===== src/hdl/pixFifo_consts.svh =====
// pixel fifo constants
`ifndef PIXFIFO_CONSTS_SVH
`define PIXFIFO_CONSTS_SVH

// ----------------------------------------
// buffer geometry
// ----------------------------------------
`define FIFO_DEPTH   256    // words, power of two
`define FIFO_ADDR_W  8      // log2 of depth
`define PIX_W        24     // rgb pixel word

// ----------------------------------------
// flow control and crossing
// ----------------------------------------
// free slots still left when full goes high, covers the writer's
// reaction lag and the pointer crossing delay
`define FULL_MARGIN  6

`define SYNC_STAGES  2      // flops per pointer crossing

`endif


===== src/hdl/pixFifoPkg.sv =====
// pixel fifo types
`include "pixFifo_consts.svh"

package pixFifoPkg;

    // ----------------------------------------
    // plain vectors
    // ----------------------------------------
    typedef logic [`PIX_W-1:0]       pixWord;    // one pixel
    typedef logic [`FIFO_ADDR_W-1:0] fifoAddr;   // memory address
    typedef logic [`FIFO_ADDR_W:0]   fifoPtr;    // address plus wrap bit, binary or gray

    // ----------------------------------------
    // stage to memory requests
    // ----------------------------------------
    typedef struct packed {
        logic    en;        // write strobe, already gated by full
        fifoAddr addr;
        pixWord  data;
    } ramWrReq;

    typedef struct packed {
        logic    en;        // read strobe, already gated by empty
        fifoAddr addr;
    } ramRdReq;

endpackage


===== src/hdl/fifoWritePort.sv =====
// fifo write side control
`include "pixFifo_consts.svh"

module fifoWritePort
(
    input  logic                iSrcClk,
    input  logic                rst,
    input  pixFifoPkg::pixWord  wrData,       // pixel in
    input  logic                we,           // write strobe
    output logic                full,         // early full, registered
    input  pixFifoPkg::fifoPtr  rdPtrSync,    // read pointer seen here, binary
    output pixFifoPkg::fifoPtr  wrPtrGray,    // to the read side crossing
    output pixFifoPkg::ramWrReq wrReq         // memory write port
);

    // ----------------------------------------
    // full threshold
    // ----------------------------------------
    // depth minus margin, full once this many words are held
    localparam pixFifoPkg::fifoPtr FullLevel =
        pixFifoPkg::fifoPtr'(`FIFO_DEPTH - `FULL_MARGIN);

    pixFifoPkg::fifoPtr wrPtrBin;     // current write slot
    pixFifoPkg::fifoPtr wrPtrNext;    // pointer after this edge
    pixFifoPkg::fifoPtr fillNext;     // occupancy after this edge
    logic               wrAccept;     // write taken this cycle

    // writes while full are simply dropped
    assign wrAccept  = we & ~full;
    assign wrPtrNext = wrPtrBin + pixFifoPkg::fifoPtr'(wrAccept);

    // wrap bit keeps the difference correct across the turnover,
    // read pointer here is stale so occupancy is an upper bound
    assign fillNext  = wrPtrNext - rdPtrSync;

    // ----------------------------------------
    // pointer, gray copy and flag
    // ----------------------------------------
    always_ff @(posedge iSrcClk)
    begin
        if (rst)
        begin
            wrPtrBin  <= '0;
            wrPtrGray <= '0;
            full      <= 1'b0;
        end
        else
        begin
            wrPtrBin  <= wrPtrNext;
            wrPtrGray <= wrPtrNext ^ (wrPtrNext >> 1);    // gray of the new pointer
            full      <= (fillNext >= FullLevel);         // margin slots still free
        end
    end

    // ----------------------------------------
    // memory request
    // ----------------------------------------
    // written on the same edge the pointer moves, so the word is
    // in the array long before the gray pointer lands on the other side
    always_comb
    begin
        wrReq.en   = wrAccept;
        wrReq.addr = wrPtrBin[`FIFO_ADDR_W-1:0];    // drop wrap bit
        wrReq.data = wrData;
    end

endmodule


===== config.mk =====
export PLATFORM = sky130hd
export DESIGN_NAME = fifoWritePort
export DESIGN_NICKNAME = d
export VERILOG_FILES = /design/src/hdl/pixFifoPkg.sv /design/src/hdl/fifoWritePort.sv
export VERILOG_INCLUDE_DIRS = /design/src /design/src/hdl
export SDC_FILE = /design/constraint.sdc
export NUM_CORES = 1
export LEC_CHECK = 0
export ABC_CLOCK_PERIOD_IN_PS = 5430
export CORE_UTILIZATION = 35
export CTS_CLUSTER_DIAMETER = 30
export DETAILED_ROUTE_END_ITERATION = 16
export DONT_BUFFER_PORTS = 1
export PLACE_DENSITY = 0.55
export REMOVE_ABC_BUFFERS = 1
export SYNTH_ARGS = -nofsm -noshare
export SYNTH_HDL_FRONTEND = slang
export SYNTH_SLANG_ARGS = --single-unit

===== constraint.sdc =====
create_clock -name iSrcClk -period 5.43 [get_ports iSrcClk]
set_input_delay 1.086 -clock iSrcClk [delete_from_list [all_inputs] [get_ports iSrcClk]]
set_output_delay 1.086 -clock iSrcClk [all_outputs]
set_load 0.02 [all_outputs]

==> results.md <==
- Outcome: finished, final reports clean
- Detail Route Antenna Nets: 0
- Seq/Total Area, Yosys: 0.299
- Synth unique cells: 27
- Setup CP Type: primary input to flop
- Worst setup SP type: primary input
- Avg Cell Area, Syn: 8.60 sq um
- Fin nets: around 170
- Clock Skew: 0.00176 ns
- Initial antenna violation count: 0
- Clk Tree Root Cell: clkbuf_4
- Cell taking the most area after synthesis: dfxtp_1
- RSZ-0062 raised after global routing: no
- Port bufs: 0
- Synth cell count leaders: buf_4, dfxtp_1, nor2_1, inv_1, xnor2_1
- Vias in the first global route: 741
- Final Max Slew Viols: 0
- Power per Cell Area: about 240 nW/um^2
- Pre-CTS WS: around 1.2 ns
- Synth Register Bits: 18
- Crit path max fanout: 5
- # rows: 20
- Setup bufs post-CTS: 0
- Setup TNS Final: 0 ns
- Endpoint class of the critical path: flop
- Main synth FF type: dfxtp_1
- Detail Placement HPWL: between 2 and 2.5 mm
- CTS Hold Bufs: 0
- Relative slew slack: 0.654
- DR DRC count: 0
- Area Growth Syn to Fin: -8.63%
- Ant diodes: 0
- Hold Vio Cnt, Final: 0
- DR vias: roughly 770
- Core area: 3150 sq um
- Clk_lat worst skew: 0.29 ns
- Top post-synthesis cells by area: dfxtp_1, buf_4, ha_1
- Endpoints failing setup: 0
- Die footprint: ~3700 sq um
- First-pass DRT Iterations: 4
- Min Clock Period, post-route: between 3 and 4 ns
- Pleak: 0.521 nW
- Most common cell in the netlist: buf_4
- Hold Crit Class: flop to flop
- Number of flops mapped to enable cells by yosys: 0
- Fmax: 253 MHz
- Post-cts sizing count: 0
- Yosys top cell area share: 0.299
- TritonCTS Sinks: 18
- Syn Inst Count: 140
- Wire per inst: ~16 microns
- Max-cap violation count: 0
- Die width: a little over 60 microns
- Remaining global-route overflow: 0
- Longest Clk Path Bufs: 2
- Largest net degree at the start of global routing: 20
- Die Span Y: roughly 60 microns
- Yosys Warn Count: 0
- Async SR Flop Fraction: 0
- GRT Total Usage: 0.149
- CP arrival: roughly 4.2 ns
- Layout cells sized above 1: 0.0684
- DRT Wirelength: approximately 2.6 mm
- Critical path data required time: between 5 and 6 ns
- GP Congestion: 0.787
- Starting density of the core: 0.382
- Via density per instance: around 4.8
- First-pass GRT wire length: 3.76 mm
- Setup WS post-layout: between 1 and 1.5 ns
- Worst-Margin Slew: between 0.5 and 0.6 ns
- Period utilisation layout: 0.728
- IO Pins: between 70 and 80
- CTS tree: done
- Clock transition at the registers of the reported paths: ~0.10 ns
- CTS buffer count: 3
- Post-Syn Area: 1200 sq um
- Initial DRC count: 38
- H-tree levels: 1
- Worst vdd ir: slightly above 60 uV
-- per-stage QoR --
step | power, mW | hold slack [ns] | util | std cells | cell area (sq um)
after floorplan | 0.175 | 0.676 | - | 113 | 1010
after global placement | 0.181 | 0.702 | 0.337 | 157 | 1060
after detailed placement | 0.182 | 0.727 | 0.337 | 157 | 1060
after CTS | 0.264 | 0.753 | 0.349 | 161 | 1100
after global routing | 0.275 | 0.808 | 0.349 | 161 | 1100
final | 0.261 | 0.744 | 0.349 | 161 | 1100
-- power breakdown --
group	internal, mW	switching (mW)
sequential	0.136	0.00778
clock	0.0408	0.0411
combinational	0.0163	0.0189
-- flip-flops by register name, indices dropped and copies added, names as in the netlist --
name       count
full           1
wrPtrGray      9
wrPtrBin       8
-- path summary, 6_finish.rpt --
check	from	to	slack, ns	cells past startpoint
max	we	full$_SDFF_PP0_	1.48	13
min	wrPtrGray[8]$_SDFF_PP0_	wrPtrGray[8]$_SDFF_PP0_	0.74	2
min reg2reg	wrPtrGray[8]$_SDFF_PP0_	wrPtrGray[8]$_SDFF_PP0_	0.74	2
max reg2reg	full$_SDFF_PP0_	full$_SDFF_PP0_	1.82	13
-- logic make-up after synthesis --
family,count (synthesis),synth area share
and+or+nand+nor,32,0.119
AOI/OAI and AO/OA,15,0.0853
DFF,18,0.299
adders and majority gates,12,0.131
xor gates and xnor gates,22,0.160
buffers and inverters,41,0.206
-- cell usage in the layout, fill, tap and decap left out, drive strengths merged --
master / instances
dfxtp: 18
nor3: 1
or4: 1
nand2b: 1
a31o: 1
nand3: 2
ha: 11
and3: 1
inv: 14
a21oi: 5
o21ai: 2
o22ai: 1
fa: 1
a31oi: 1
o2111ai: 1
nor2: 17
clkbuf: 4
nand2: 5
a211oi: 1
a21o: 2
nor2b: 4
o221ai: 1
xnor2: 13
xor2: 9
-- layer usage --
metal  global-route usage  routed length (microns)
met2                0.220                     1150
met3                0.100                      296
met1                0.164                     1110
met4               0.0714                       27
met5                    0                        0
-- cell type report --
| class | count | area, sq um |
|---|---|---|
| Multi-Input combinational cell | 81 | 596 |
| Inverter | 14 | 52.6 |
| Clock buffer | 4 | 36.3 |
| Sequential cell | 18 | 360 |
| Tap cell | 44 | 55.1 |
| Fill cell | 335 | 2050 |
-- critical path, cell delays in order --
cell,delay (ns)
nor2b_1,0.42
ha_1,0.24
ha_1,0.18
nand3_1,0.14
xor2_1,0.37
inv_1,0.09
ha_1,0.35
a21o_2,0.23
a31o_2,0.22
a21oi_2,0.15
xor2_1,0.07
or4_1,0.50
o22ai_1,0.12
(Power assumes the default switching activity.)
