## src/hdl/pixFifo_consts.svh

```systemverilog
// pixel fifo constants
`ifndef PIXFIFO_CONSTS_SVH
`define PIXFIFO_CONSTS_SVH

// ----------------------------------------
// buffer geometry
// ----------------------------------------
`define FIFO_DEPTH   256    // words, power of two
`define FIFO_ADDR_W  8      // log2 of depth
`define PIX_W        24     // rgb pixel word

// ----------------------------------------
// flow control and crossing
// ----------------------------------------
// free slots still left when full goes high, covers the writer's
// reaction lag and the pointer crossing delay
`define FULL_MARGIN  6

`define SYNC_STAGES  2      // flops per pointer crossing

`endif

```

## src/hdl/pixFifoPkg.sv

```systemverilog
// pixel fifo types
`include "pixFifo_consts.svh"

package pixFifoPkg;

    // ----------------------------------------
    // plain vectors
    // ----------------------------------------
    typedef logic [`PIX_W-1:0]       pixWord;    // one pixel
    typedef logic [`FIFO_ADDR_W-1:0] fifoAddr;   // memory address
    typedef logic [`FIFO_ADDR_W:0]   fifoPtr;    // address plus wrap bit, binary or gray

    // ----------------------------------------
    // stage to memory requests
    // ----------------------------------------
    typedef struct packed {
        logic    en;        // write strobe, already gated by full
        fifoAddr addr;
        pixWord  data;
    } ramWrReq;

    typedef struct packed {
        logic    en;        // read strobe, already gated by empty
        fifoAddr addr;
    } ramRdReq;

endpackage

```

## src/hdl/grayPtrSync.sv

```systemverilog
// gray pointer synchronizer
`include "pixFifo_consts.svh"

module grayPtrSync
(
    input  logic               iDstClk,    // receiving domain clock
    input  logic               rst,
    input  pixFifoPkg::fifoPtr ptrGray,    // from the other domain
    output pixFifoPkg::fifoPtr ptrBin      // binary, local domain
);

    localparam int PtrW = $bits(pixFifoPkg::fifoPtr);

    pixFifoPkg::fifoPtr syncReg [`SYNC_STAGES];    // metastability chain
    pixFifoPkg::fifoPtr binComb;                   // decoded last stage

    // ----------------------------------------
    // shift chain plus decode register
    // ----------------------------------------
    always_ff @(posedge iDstClk)
    begin
        if (rst)
        begin
            for (int i = 0; i < `SYNC_STAGES; i++)
                syncReg[i] <= '0;
            ptrBin <= '0;
        end
        else
        begin
            syncReg[0] <= ptrGray;    // only one bit changes per step
            for (int i = 1; i < `SYNC_STAGES; i++)
                syncReg[i] <= syncReg[i-1];
            ptrBin <= binComb;
        end
    end

    // gray to binary, running xor from the msb down
    always_comb
    begin
        binComb[PtrW-1] = syncReg[`SYNC_STAGES-1][PtrW-1];
        for (int i = PtrW - 2; i >= 0; i--)
            binComb[i] = binComb[i+1] ^ syncReg[`SYNC_STAGES-1][i];
    end

endmodule

```

## config.mk

```make
export PLATFORM = sky130hd
export DESIGN_NAME = grayPtrSync
export DESIGN_NICKNAME = d
export VERILOG_FILES = /design/src/hdl/pixFifoPkg.sv /design/src/hdl/grayPtrSync.sv
export VERILOG_INCLUDE_DIRS = /design/src /design/src/hdl
export SDC_FILE = /design/constraint.sdc
export NUM_CORES = 1
export LEC_CHECK = 0
export ABC_AREA = 1
export BUFFER_PORTS_ARGS = -buffer_cell sky130_fd_sc_hd__buf_2
export CELL_PAD_IN_SITES_DETAIL_PLACEMENT = 0
export CELL_PAD_IN_SITES_GLOBAL_PLACEMENT = 1
export CORE_ASPECT_RATIO = 0.5
export CORE_UTILIZATION = 34
export DETAILED_ROUTE_END_ITERATION = 10
export PLACE_DENSITY = 0.73
export SYNTH_ARGS = -nofsm -noshare
export SYNTH_HDL_FRONTEND = slang
export SYNTH_SLANG_ARGS = --single-unit
```

## constraint.sdc

```tcl
create_clock -name iDstClk -period 1.7 [get_ports iDstClk]
set_clock_uncertainty 0.2 [all_clocks]
set_input_delay 0.17 -clock iDstClk [delete_from_list [all_inputs] [get_ports iDstClk]]
set_output_delay 0.17 -clock iDstClk [all_outputs]
set_load 0.02 [all_outputs]
```

==> Flow_metrics.wiki <==
{| class="wikitable"
! Metric !! Value
|-
| Hpwl dp || 905 µm
|-
| IR drop worst, VDD || 0.000344 V
|-
| Minimum hold slack || 0.136 ns
|-
| Cell count after placement || 165
|-
| Post-layout total power || 0.00124 W
|-
| Number of DRC violations after detailed routing || 0
|-
| Post-detailed-routing wire length || 1510 µm
|-
| Post-synthesis instance total || 112
|-
| Critical path buffer and inverter count || 1
|-
| Cell depth of the worst hold path || 2
|-
| Fin. Hold Viols || 0
|-
| Wire length of the first global-routing pass || 2160 µm
|-
| Fraction of synthesized area in multiplexers || 0%
|-
| Placer Congestion || 0.670
|-
| Total count of max-transition violations in the final report || 0
|-
| Launch point of the critical path || syncReg[0][17]$_SDFF_PP0_
|-
| Violated checks || setup timing
|-
| Number of fillers in the final layout || 267
|-
| Sequential cell area || 549 µm²
|-
| Placement row count || 13
|-
| Routed wire per std cell || 8.42 µm
|-
| Area of the die || 3050 µm²
|-
| Antenna Cells || 0
|-
| Worst-case headroom to the max-slew limit || 68.0%
|-
| Net count, final || 154
|-
| Area of combinational cells with multiple inputs || 405 µm²
|-
| Root Buffer || sky130_fd_sc_hd__clkbuf_8
|-
| MaxCap Viol Count || 0
|-
| Cell Chain, Critical Path || inv_4, nand2_4, nand3_4, nand2_4, nand2_4, nand2_4, nand2_4, nand2_4, nand2_4, nand2_4, nand2_4, nand3_4, a21oi_2, nor2_1
|-
| Cells taking the most area after synthesis || sky130_fd_sc_hd__dfxtp_1 (56%), sky130_fd_sc_hd__inv_1 (11%), sky130_fd_sc_hd__nand3_2 (9.4%)
|-
| Max Fanout on Critical Path || 4
|-
| Static leakage || 0.651 nW
|-
| Worst-skew pair later-pin latency || 0.27 ns
|-
| Clock slew seen by the registers of the worst setup and hold paths || 0.09 ns
|-
| Result of the run || finished with violations
|-
| Worst Setup Path Type || flop to flop
|-
| Complex-gate fraction of the synthesized area || 2.09%
|-
| Most repeated library cell on the critical path || sky130_fd_sc_hd__nand2_4
|-
| Post-route fraction of the period consumed by the critical path || 102%
|-
| Worst hold path startpoint || rst
|-
| Setup violations, final || 1
|-
| Most area-hungry cell type in the Yosys netlist || sky130_fd_sc_hd__dfxtp_1
|-
| FFs w/ async S/R, synth || 0%
|-
| GR Overflow Total || 0
|-
| Seq/Total Area, Yosys || 56.3%
|-
| Largest net degree at the start of global routing || 28
|-
| H-tree lvl count || 1
|-
| Synth top cells by count || sky130_fd_sc_hd__dfxtp_1 (27), sky130_fd_sc_hd__inv_1 (27), sky130_fd_sc_hd__nor2_1 (24)
|-
| Number of nets with antenna violations after detailed routing || 0
|-
| Flip-flop and latch count after synthesis || 27
|-
| Unrepaired setup endpoints after global routing || yes
|-
| Synth Net Count || 123
|-
| Antenna violations before repair || 0
|-
| Min cycle time layout || 1.73 ns
|-
| Simple-gate share of the synthesized area || 29.9%
|-
| Avg Vias per Cell || 3.93
|-
| Port bufs || 19
|-
| Number of optimization iterations in the first detailed-route pass || 3
|-
| Total number of yosys warnings || 0
|-
| Overall via count from detail_route || 703
|-
| Capturing element type of the critical path || flop
|-
| Areal power density over the cells || 919 nW/µm²
|-
| R2R depth || 14
|-
| Crit path max-delay family || simple AND/OR/NAND/NOR gates
|-
| Bufs on Longest Clock Path || 2
|-
| Worst EP required || 1.67 ns
|-
| Slowest cell delay on critical path || 0.38 ns
|-
| Element type at the critical path start || flop
|-
| Top-level port count || 20
|-
| Number of library cell types mapped by synthesis || 10
|-
| Fmax achieved || 578 MHz
|-
| Leading register cell type out of synthesis || sky130_fd_sc_hd__dfxtp_1
|-
| Die H || 39.6 µm
|-
| Setup slack after layout || -0.0302 ns
|-
| # clock sinks || 27
|-
| Worst setup slack after placement || -0.0216 ns
|-
| Share of synthesized cell area in full adder, half adder and majority cells || 0%
|-
| Final core occ || 51.1%
|-
| Horiz. Die Dim || 77.1 µm
|-
| Worst Path Arrival || 1.70 ns
|-
| Portion of synthesized cell area occupied by the leading cell type || 56.3%
|-
| Effective utilization at floorplan || 36.4%
|-
| Number of flops mapped to enable cells by yosys || 0
|-
| Actual transition at the worst max-transition pin || 0.480 ns
|-
| CORE AREA || 2640 µm²
|-
| First-iteration detailed-routing DRC count || 11
|-
| CTS tree || done
|-
| Type of the tightest min-delay check || input port to flop
|-
| Number of buffers inserted during clock tree synthesis || 3
|-
| Launch point of the worst reg-to-reg path || syncReg[0][17]$_SDFF_PP0_
|-
| Cell at the slowest stage of the critical path || sky130_fd_sc_hd__dfxtp_4
|-
| Cell Area, Synth || 960 µm²
|-
| GRT Overall Usage || 9.84%
|-
| Layout cell share with drive strength beyond 1 || 36.6%
|-
| Dominant combinational cell family by area after synthesis || simple AND/OR/NAND/NOR gates
|-
| Number of cells in the finished layout apart from fillers || 179
|-
| Vias in the first global route || 535
|-
| Number of stages on the worst setup path || 14
|-
| Post-Synthesis Mean Instance Area || 8.57 µm²
|-
| Growth of design area from synthesis to finish || 40.3%
|-
| Xor/xnor cell area share of the yosys netlist || 0%
|}
## per-stage QoR
step                TNS [ns]  instance area (µm²)
floorplan                  0                  960
global placement           0                 1090
detailed placement   -0.0216                 1090
CTS                 -0.00714                 1230
global route          -0.228                 1350
finish               -0.0302                 1350
## path summary, 6_finish.rpt
check / slack [ns] / end
worst max-delay path: -0.03 / ptrBin[0]$_SDFF_PP0_
worst min-delay path: 0.14 / syncReg[0][5]$_SDFF_PP0_
worst max register to register: -0.03 / ptrBin[0]$_SDFF_PP0_
worst min register to register: 0.20 / syncReg[0][17]$_SDFF_PP0_
## cells in the final DEF (no fill, tap or decap)
cell type / count
sky130_fd_sc_hd__inv_4: 2
sky130_fd_sc_hd__nand3_1: 2
sky130_fd_sc_hd__dfxtp_2: 1
sky130_fd_sc_hd__nor2_1: 24
sky130_fd_sc_hd__nand2_4: 10
sky130_fd_sc_hd__nand3_4: 6
sky130_fd_sc_hd__dfxtp_1: 24
sky130_fd_sc_hd__inv_1: 25
sky130_fd_sc_hd__buf_2: 19
sky130_fd_sc_hd__dfxtp_4: 2
sky130_fd_sc_hd__clkinv_2: 1
sky130_fd_sc_hd__nand2_2: 2
sky130_fd_sc_hd__a21oi_1: 3
sky130_fd_sc_hd__nand2_1: 3
sky130_fd_sc_hd__buf_4: 1
sky130_fd_sc_hd__a21oi_2: 1
sky130_fd_sc_hd__clkbuf_8: 3
sky130_fd_sc_hd__nand3_2: 4
sky130_fd_sc_hd__dlygate4sd3_1: 9
## state kept, by name, indices dropped and copies added, names as in the netlist
signal / cells
syncReg: 18
ptrBin: 9
## final cells by class
class,count,share of cell area (%)
clock buffers,3,3.07
inverters,27,7.90
well taps,37,3.44
clock inverters,1,0.372
multi-input cells,55,30.1
flip-flops and latches,27,40.8
repair buffers,29,14.3
## per-layer routing
metal / global-route usage (%) / wire length, µm / up-vias
li1: - / - / 384
met1: 10.1 / 724 / 305
met2: 17.7 / 707 / 14
met3: 5.81 / 75 / 0
met4: 2.83 / 0 / 0
met5: 0 / 0 / -
## report_power, final
| group | switching, W | total [W] | internal (W) |
|---|---|---|---|
| clock network | 0.000188 | 0.000352 | 0.000164 |
| logic | 0.000114 | 0.000201 | 0.0000871 |
| registers | 0.0000157 | 0.000683 | 0.000668 |
## cells by family (layout without fill, tap and decap cells)
family,after synthesis,count (layout)
AO/OA/AOI/OAI,4,4
flip-flops,27,27
buffers and inverters,30,60
AND/OR/NAND/NOR,51,51
## what timing repair did
item	in CTS	in global routing
gates cloned	0	0
buffers inserted	0	1
setup endpoints to repair	1	2
resized for setup	3	25
pin swaps	1	7
hold endpoints to repair	9	0
hold buffers	9	0
(Power assumes the default switching activity.)
