===== src/hdl/pixFifo_consts.svh =====
// pixel fifo constants
`ifndef PIXFIFO_CONSTS_SVH
`define PIXFIFO_CONSTS_SVH

// ----------------------------------------
// buffer geometry
// ----------------------------------------
`define FIFO_DEPTH   256    // words, power of two
`define FIFO_ADDR_W  8      // log2 of depth
`define PIX_W        24     // rgb pixel word

// ----------------------------------------
// flow control and crossing
// ----------------------------------------
// free slots still left when full goes high, covers the writer's
// reaction lag and the pointer crossing delay
`define FULL_MARGIN  6

`define SYNC_STAGES  2      // flops per pointer crossing

`endif


===== src/hdl/pixFifoPkg.sv =====
// pixel fifo types
`include "pixFifo_consts.svh"

package pixFifoPkg;

    // ----------------------------------------
    // plain vectors
    // ----------------------------------------
    typedef logic [`PIX_W-1:0]       pixWord;    // one pixel
    typedef logic [`FIFO_ADDR_W-1:0] fifoAddr;   // memory address
    typedef logic [`FIFO_ADDR_W:0]   fifoPtr;    // address plus wrap bit, binary or gray

    // ----------------------------------------
    // stage to memory requests
    // ----------------------------------------
    typedef struct packed {
        logic    en;        // write strobe, already gated by full
        fifoAddr addr;
        pixWord  data;
    } ramWrReq;

    typedef struct packed {
        logic    en;        // read strobe, already gated by empty
        fifoAddr addr;
    } ramRdReq;

endpackage


===== src/hdl/fifoReadPort.sv =====
// fifo read side control
`include "pixFifo_consts.svh"

module fifoReadPort
(
    input  logic                iDstClk,
    input  logic                rst,
    input  logic                re,           // read strobe
    output logic                empty,        // registered
    input  pixFifoPkg::fifoPtr  wrPtrSync,    // write pointer seen here, binary
    output pixFifoPkg::fifoPtr  rdPtrGray,    // to the write side crossing
    output pixFifoPkg::ramRdReq rdReq,        // memory read port
    input  pixFifoPkg::pixWord  rdWord,       // memory output register
    output pixFifoPkg::pixWord  rdData,       // pixel out
    output logic                rdValid       // one cycle per word
);

    pixFifoPkg::fifoPtr rdPtrBin;      // next slot to read
    pixFifoPkg::fifoPtr rdPtrNext;     // pointer after this edge
    logic               rdAccept;      // read taken this cycle
    logic               validStage;    // word sits in the memory register

    // reads while empty are ignored
    assign rdAccept  = re & ~empty;
    assign rdPtrNext = rdPtrBin + pixFifoPkg::fifoPtr'(rdAccept);

    // ----------------------------------------
    // pointer, gray copy and empty flag
    // ----------------------------------------
    always_ff @(posedge iDstClk)
    begin
        if (rst)
        begin
            rdPtrBin  <= '0;
            rdPtrGray <= '0;
            empty     <= 1'b1;
        end
        else
        begin
            rdPtrBin  <= rdPtrNext;
            rdPtrGray <= rdPtrNext ^ (rdPtrNext >> 1);
            // compare ahead so the flag is right in the following cycle,
            // a late write pointer only makes it pessimistic
            empty     <= (rdPtrNext == wrPtrSync);
        end
    end

    // ----------------------------------------
    // valid pipeline
    // ----------------------------------------
    // stage 1 marks the memory register loaded, stage 2 is the output
    always_ff @(posedge iDstClk)
    begin
        if (rst)
        begin
            validStage <= 1'b0;
            rdValid    <= 1'b0;
        end
        else
        begin
            validStage <= rdAccept;
            rdValid    <= validStage;
        end
    end

    // output word, kept until the next valid
    always_ff @(posedge iDstClk)
    begin
        if (validStage)
            rdData <= rdWord;
    end

    // ----------------------------------------
    // memory request
    // ----------------------------------------
    always_comb
    begin
        rdReq.en   = rdAccept;
        rdReq.addr = rdPtrBin[`FIFO_ADDR_W-1:0];    // drop wrap bit
    end

endmodule


===== config.mk =====
export PLATFORM = sky130hd
export DESIGN_NAME = fifoReadPort
export DESIGN_NICKNAME = d
export VERILOG_FILES = /design/src/hdl/pixFifoPkg.sv /design/src/hdl/fifoReadPort.sv
export VERILOG_INCLUDE_DIRS = /design/src /design/src/hdl
export SDC_FILE = /design/constraint.sdc
export NUM_CORES = 1
export LEC_CHECK = 0
export CORE_MARGIN = 2
export CORE_UTILIZATION = 45
export DETAILED_ROUTE_END_ITERATION = 10
export DONT_BUFFER_PORTS = 1
export HOLD_SLACK_MARGIN = 0.1
export PLACE_DENSITY_LB_ADDON = 0.15
export SYNTH_ARGS = -nofsm -noshare
export SYNTH_HDL_FRONTEND = slang
export SYNTH_SLANG_ARGS = --single-unit

===== constraint.sdc =====
create_clock -name iDstClk -period 2.8 [get_ports iDstClk]
set_input_delay 0.56 -clock iDstClk [delete_from_list [all_inputs] [get_ports iDstClk]]
set_output_delay 0.56 -clock iDstClk [all_outputs]
set_load 0.02 [all_outputs]

==> run metrics, run 1 <==
status finished, final reports clean; number of buffers added on ports 0; Die ar. 4603 sq um; clk sinks 44; Worst R2R Setup Slack 550 ps; setup TNS 0 ps; Antenna Violating Nets Remaining 0; max_cap viols 0; Die W 67.85 microns; pwr/cell area between 500 and 600 nW/um^2; utilization after layout 0.4874; placed cell count 187; CTS Buf Count 5; initial antenna violation count 0; Worst Max-Slew Pin Slew 1018 ps; Slowest Stage Delay on Critical Path 470 ps; startpoint types flip-flop; CTS tree built; RR Endpoint empty; worst path buffer plus inverter count 1; critical path type flip-flop to flip-flop; synth warn 0; Max Freq 445.3 MHz; final hold violation count 0; root buffer cell clkbuf_8; first-pass GRT wire length 4.567 mm; IR drop worst, VDD 0.2142 mV; Place WS 430.4 ps; pin count of the biggest net entering global routing 26; ANT cells 0; WP data arrival 2480 ps; H-tree lvl count 2; Mapped Area 1834 sq um; Via-to-Cell Ratio 5.246; Core Box Area 3971 sq um; Final Wtd Congestion 0.7844; GRT overflow 0; crit-path max FO 9; hold path depth 1; vias in the first global route 946; share of layout cells above drive strength 1 0.1103; worst hold endpoint rdPtrBin[3]; HPWL Detailed 2.353 mm; Final Worst Setup Slack ~550 ps; hold path start rst; CP Capture Type flip-flop; Area growth, synth to finish 5.525%; I/O pin cnt 80; post_cts resized 0; DRC viols 0; Crit path top cell by count ha_1; crit path cell chain nor2b_1 > ha_1 > ha_1 > buf_4 > xor3_1 > nor3_1 > o2111ai_1 > nor4_2 > a41o_1; row count 23; worst skew pair latency 290 ps; clk buf depth 2; relative slew slack 0.3201; Reg-to-Reg Start empty; die height 67.85 microns; Initial DRC Count 66; Crit path max-delay family simple AND/OR/NAND/NOR gates; min Tclk post-route 2246 ps; Setup Fix Bufs, Post-CTS 0; overall routing resource usage 0.1415; fin cells ~200; Synth cell types 37; Worst Hold Class primary input to flip-flop; Syn Inst Count 142; register bit total from synthesis 44; top cell type's share of synthesized area 0.3929; Post-Route Skew around 4.5 ps; sequential fraction of the synthesis area 0.6112; hold_buf cts 0; r2r worst-path depth 9; Synth area leaders edfxtp_1 39%, dfxtp_1 22%, xnor2_1 5.3%, xor2_1 4.8%, nor2_1 3.3%; total length of routed wires 3.159 mm; DRT Pass-1 Iters 4; Starting Density 0.4619; Layout Nets 183; final worst path period share 0.8020; Mapped Nets approximately 180; Worst path slowest cell dfxtp_1; count of pins over their slew limit 0; RSZ-0062 raised after global routing false; leakage just under 0.7 nW; Avg WL per Cell 16.20 microns; Clk pin slew, worst setup/hold paths roughly 80 ps; Syn Area/Cell 12.92 sq um; vias 1023; Worst Path Required 3040 ps; Final setup viols 0; area leader, netlist edfxtp_1
-- cells in the mapped netlist (all sizes together) --
master / number
a21oi: 3
a22oi: 1
a41o: 1
and2: 2
and3: 2
and4: 1
buf: 6
clkbuf: 2
dfxtp: 20
edfxtp: 24
ha: 3
inv: 2
mux2: 1
mux2i: 1
nand2: 6
nand2b: 1
nand3: 5
nand4: 2
nor2: 16
nor2b: 5
nor3: 3
nor4: 1
o2111ai: 2
o211ai: 1
o21a: 1
o21ai: 2
o31ai: 1
or2: 1
or3: 2
or4: 1
xnor2: 11
xor2: 10
xor3: 2
-- cell families (layout without fill, tap and decap cells) --
kind of cell | Yosys count | after routing | share of synthesized area
buffers and inverters | 10 | 13 | 0.04093
AO/OA/AOI/OAI | 12 | 12 | 0.04503
flip-flops | 44 | 44 | 0.6112
XOR/XNOR | 23 | 23 | 0.1282
multiplexers | 2 | 2 | 0.01364
adder cells (fa/ha/maj) | 3 | 3 | 0.02047
AND/OR/NAND/NOR | 48 | 48 | 0.1405
-- worst max path at each step --
stage / cells past startpoint / from / end / slack, ps
6_report: 9 / empty / empty / 550
3_3_place_gp: 9 / re / empty / 440
2_1_floorplan: 9 / re / empty / 380
3_5_place_dp: 9 / re / empty / 430
4_1_cts: 9 / empty / empty / 520
5_1_grt: 8 / empty / empty / 310
-- flip-flops by register name, indices dropped and copies added (netlist names) --
signal	flops
rdValid	1
rdPtrGray	9
rdData	24
empty	1
validStage	1
rdPtrBin	8
-- cells in the final DEF, fill, tap and decap left out, types with 2 or more instances in the layout --
cell type / netlist / routed
xnor2_1: 11 / 11
ha_1: 3 / 3
nand2_1: 6 / 6
buf_4: 2 / 3
and3_1: 2 / 2
nand3_1: 5 / 5
nor2_1: 16 / 16
clkbuf_8: 0 / 5
o2111ai_1: 2 / 2
edfxtp_1: 24 / 24
and2_1: 2 / 2
xor2_1: 10 / 10
nor3_1: 3 / 3
nor2b_1: 5 / 5
inv_1: 2 / 2
o21ai_0: 2 / 2
dfxtp_1: 20 / 20
a21oi_1: 3 / 3
-- power by group --
group          leakage [nW]  switching (W)  internal, W   total, W
logic                 0.264      0.0000138    0.0000181  0.0000319
clock network        0.0388       0.000199     0.000173   0.000372
registers             0.383      0.0000307     0.000699   0.000729
total                 0.685       0.000244     0.000890    0.00113
-- final cells by class --
class | instances | area [sq um]
Clock buffer | 6 | 72.57
Clock inverter | 2 | 11.26
Fill cell | 372 | 2036
Inverter | 2 | 7.507
Multi-Input combinational cell | 88 | 638.1
Sequential cell | 44 | 1121
Tap cell | 50 | 62.56
Timing Repair Buffer | 3 | 22.52
-- routing by layer --
metal	track usage	wire length [microns]	vias up
met5	0	0	-
met1	0.1451	1360	464
met4	0.08250	68	0
met2	0.2157	1371	58
li1	-	-	496
met3	0.09375	359	5
-- through the flow --
stage	hold slack (ps)	cell area, sq um	power [W]
floorplan	657.0	1834	0.0007735
global placement	635.3	1852	0.0007751
detailed placement	636.0	1852	0.0007772
CTS	321.1	1936	0.001150
global route	309.6	1936	0.001186
finish	332.1	1936	0.001134
Note: power is estimated with default switching activity, not from simulation.
==> run 2, diff against run 1 <==
ABC_AREA = 1   (was unset)
clock period = 2 ns   (was 2.8 ns; I/O delays follow)
==> run 2 against run 1 <==
Register-to-register slack got worse by 380 ps; cell count increased by 14%; wire length about the same; non-clock buffer count increased by 2; sequential share of layout area increased by 0.99 points; setup slack got worse by 380 ps; power increased by 50%; sequential cell count unchanged; die area decreased by 6.4%; sequential power increased by 39%; critical path type unchanged; largest power group unchanged.
==> run metrics, run 2 <==
Post-synth top cells 37 x nand2_1, 24 x edfxtp_1, 22 x inv_1, 20 x dfxtp_1, 14 x nor2_1; fin cells 222 (+14%); IR drop worst, VDD 0.3379 mV (+58%); synth warn 0 (unchanged); Die W 65.65 microns (-3.2%); pwr/cell area 895.6 nW/um^2 (+53%); ANT cells 0 (unchanged); top cell type's share of synthesized area 0.4214 (+0.02845); vias in the first global route 1079 (+14%); leakage 0.7504 nW (+9.5%); total length of routed wires 3.162 mm (about the same); final hold violation count 0 (unchanged); number of buffers added on ports 0 (unchanged); Final setup viols 0 (unchanged); asr flop ratio synth 0 (unchanged); DRC viols 0 (unchanged); min Tclk post-route 1823 ps (-423.1 ps); relative slew slack 0.7166 (+0.3965); Worst Path Required 2180 ps (-860 ps); most flop-heavy register rdData; count leader, synth nand2_1; setup TNS 0 ps (unchanged); Largest regs rdData (24), rdPtrGray (9), rdPtrBin (8); Syn Inst Count 163 (+15%); sequential fraction of the synthesis area 0.6554 (+0.04426); Fin Hold WS 177.6 ps (-154.6 ps); Setup Fix Bufs, Post-CTS 0 (unchanged); Area growth, synth to finish 11.27%; DRT Pass-1 Iters 6 (+2); root buffer cell clkbuf_8; placed cell area 1795 sq um (-3.0%); cell area after layout 1903 sq um (-1.7%); CTS Buf Count 5 (unchanged); post_cts resized 0 (unchanged); Via-to-Cell Ratio 5.054 (-3.7%); CP Capture Type flip-flop; Syn Area/Cell 10.49 sq um (-19%); Die ar. 4310 sq um (-6.4%); Avg WL per Cell 14.24 microns (-12%); area leader, netlist edfxtp_1; placed cell count 214 (+14%); most common cell after layout, fill and taps aside nand2_1; HPWL Detailed 2.520 mm (+7.1%); Clk pin slew, worst setup/hold paths 80 ps (about the same); Starting Density 0.4672 (+0.005313); H-tree lvl count 2 (unchanged); Sequential cell area 1121 sq um (unchanged); Antenna Violating Nets Remaining 0 (unchanged); I/O pin cnt 80 (unchanged); overall routing resource usage 0.1518 (+0.01034); Mapped Nets 202 (+12%); Worst Max-Slew Pin Slew 424.6 ps (-593.9 ps); Synth area leaders edfxtp_1 42%, dfxtp_1 23%, nand2_1 8.1%, inv_1 4.8%, nand3_1 3.2%; Fillers 329 (-12%); register bit total from synthesis 44 (unchanged); most frequent cells in the layout 37 x nand2_1, 24 x edfxtp_1, 22 x inv_1; initial antenna violation count 0 (unchanged); Initial DRC Count 82 (+24%); GRT overflow 0 (unchanged); RSZ-0062 raised after global routing false; Worst Hold Class primary input to flip-flop; Pwr Total 0.001704 W (+50%); Multi-input gate area 494.2 sq um (-23%); Synth cell types 24 (-35%); Main synth FF type edfxtp_1; WP data arrival 2010 ps (-470 ps); final worst path period share 0.9113 (+0.1093); Core Box Area 3661 sq um (-7.8%); startpoint types flip-flop; Post-Route Skew 5.153 ps (+0.6322 ps); max_cap viols 0 (unchanged); clk buf depth 2 (unchanged); Max Freq 548.7 MHz (+23%); vias 1122 (+9.7%); crit-path max FO 4 (-5); number of synthesized flops with an enable pin 24 (unchanged); share of layout cells above drive strength 1 0.1437 (+0.03333); max reg flops 24 (unchanged); Mapped Area 1710 sq um (-6.8%); row count 22 (-4.3%); count of pins over their slew limit 0 (unchanged); CTS tree built; clk sinks 44 (unchanged); status finished, final reports clean; Layout Nets 212 (+16%); first-pass GRT wire length 4.871 mm (+6.7%); Final Wtd Congestion 0.7580 (-3.4%); die height 65.65 microns (-3.2%); pin count of the biggest net entering global routing 25 (-3.8%); critical path type flip-flop to flip-flop; worst skew pair latency 280 ps (about the same); hold_buf cts 0 (unchanged)
[run 2: changes by cell type after synthesis, moves of 3 or more]
| cell | delta |
|---|---|
| xor2_1 | -10 |
| nand3_1 | +6 |
| nand2_2 | +4 |
| nor2_2 | +4 |
| nand3b_1 | +3 |
| buf_6 | -4 |
| nand2_1 | +31 |
| xnor2_1 | -9 |
| inv_1 | +20 |
| nor2b_1 | -5 |
[run 2: area by class of cell]
type                       instances  share of cell area
sequential                        44              0.5891
tap                               48             0.03156
inverter                          22             0.04339
clock inverter                     2             0.01841
multi-input combinational         95              0.2597
timing repair buffer               5             0.01972
clock buffer                       6             0.03813
[run 2: routing by layer]
layer  vias to the layer above  share of wire  GRT usage
met4                         0          0.022    0.08594
met1                       509           0.39     0.1509
li1                        551              -          -
met2                        55           0.50     0.2639
met5                         -              0          0
met3                         7          0.088    0.06336
[run 2: critical path, stage by stage, from the launching register on]
cell,delay (ps)
dfxtp_1,320
nor2_1,160
ha_1,190
ha_1,220
nand3_2,140
inv_1,170
nand2_1,100
nand2_1,130
nand2_1,70
nand3_1,70
nor2_1,50
nand3_1,50
nand2_1,50
[run 2: final timing paths]
path	from	end	slack [ps]	cells after the start
max	empty	empty	180	12
min reg2reg	validStage	rdValid	440	2
min	rst	rdPtrBin[3]	180	1
max reg2reg	empty	empty	180	12
[run 2: logic make-up (layout without fill, tap and decap cells)]
family	count (synthesis)	in the layout	synth area share
AND/OR/NAND/NOR	78	78	0.2092
buffers and inverters	24	35	0.05560
flip-flops	44	44	0.6554
AO/OA/AOI/OAI	12	12	0.04755
XOR/XNOR	2	2	0.01024
adder cells (fa/ha/maj)	3	3	0.02195
[run 2: report_power, final]
| group | internal (W) | switching (W) | total [W] |
|---|---|---|---|
| Combinational | 0.0000241 | 0.0000373 | 0.0000613 |
| Clock | 0.000370 | 0.000266 | 0.000636 |
| Sequential | 0.000978 | 0.0000294 | 0.00101 |
[run 2: per-stage QoR]
step	util	setup WS, ps
2_1_floorplan	-	310.5
3_3_place_gp	0.4904	149.9
3_5_place_dp	0.4904	78.76
4_1_cts	0.5198	176.9
5_1_grt	0.5198	58.67
6_report	0.5198	177.4
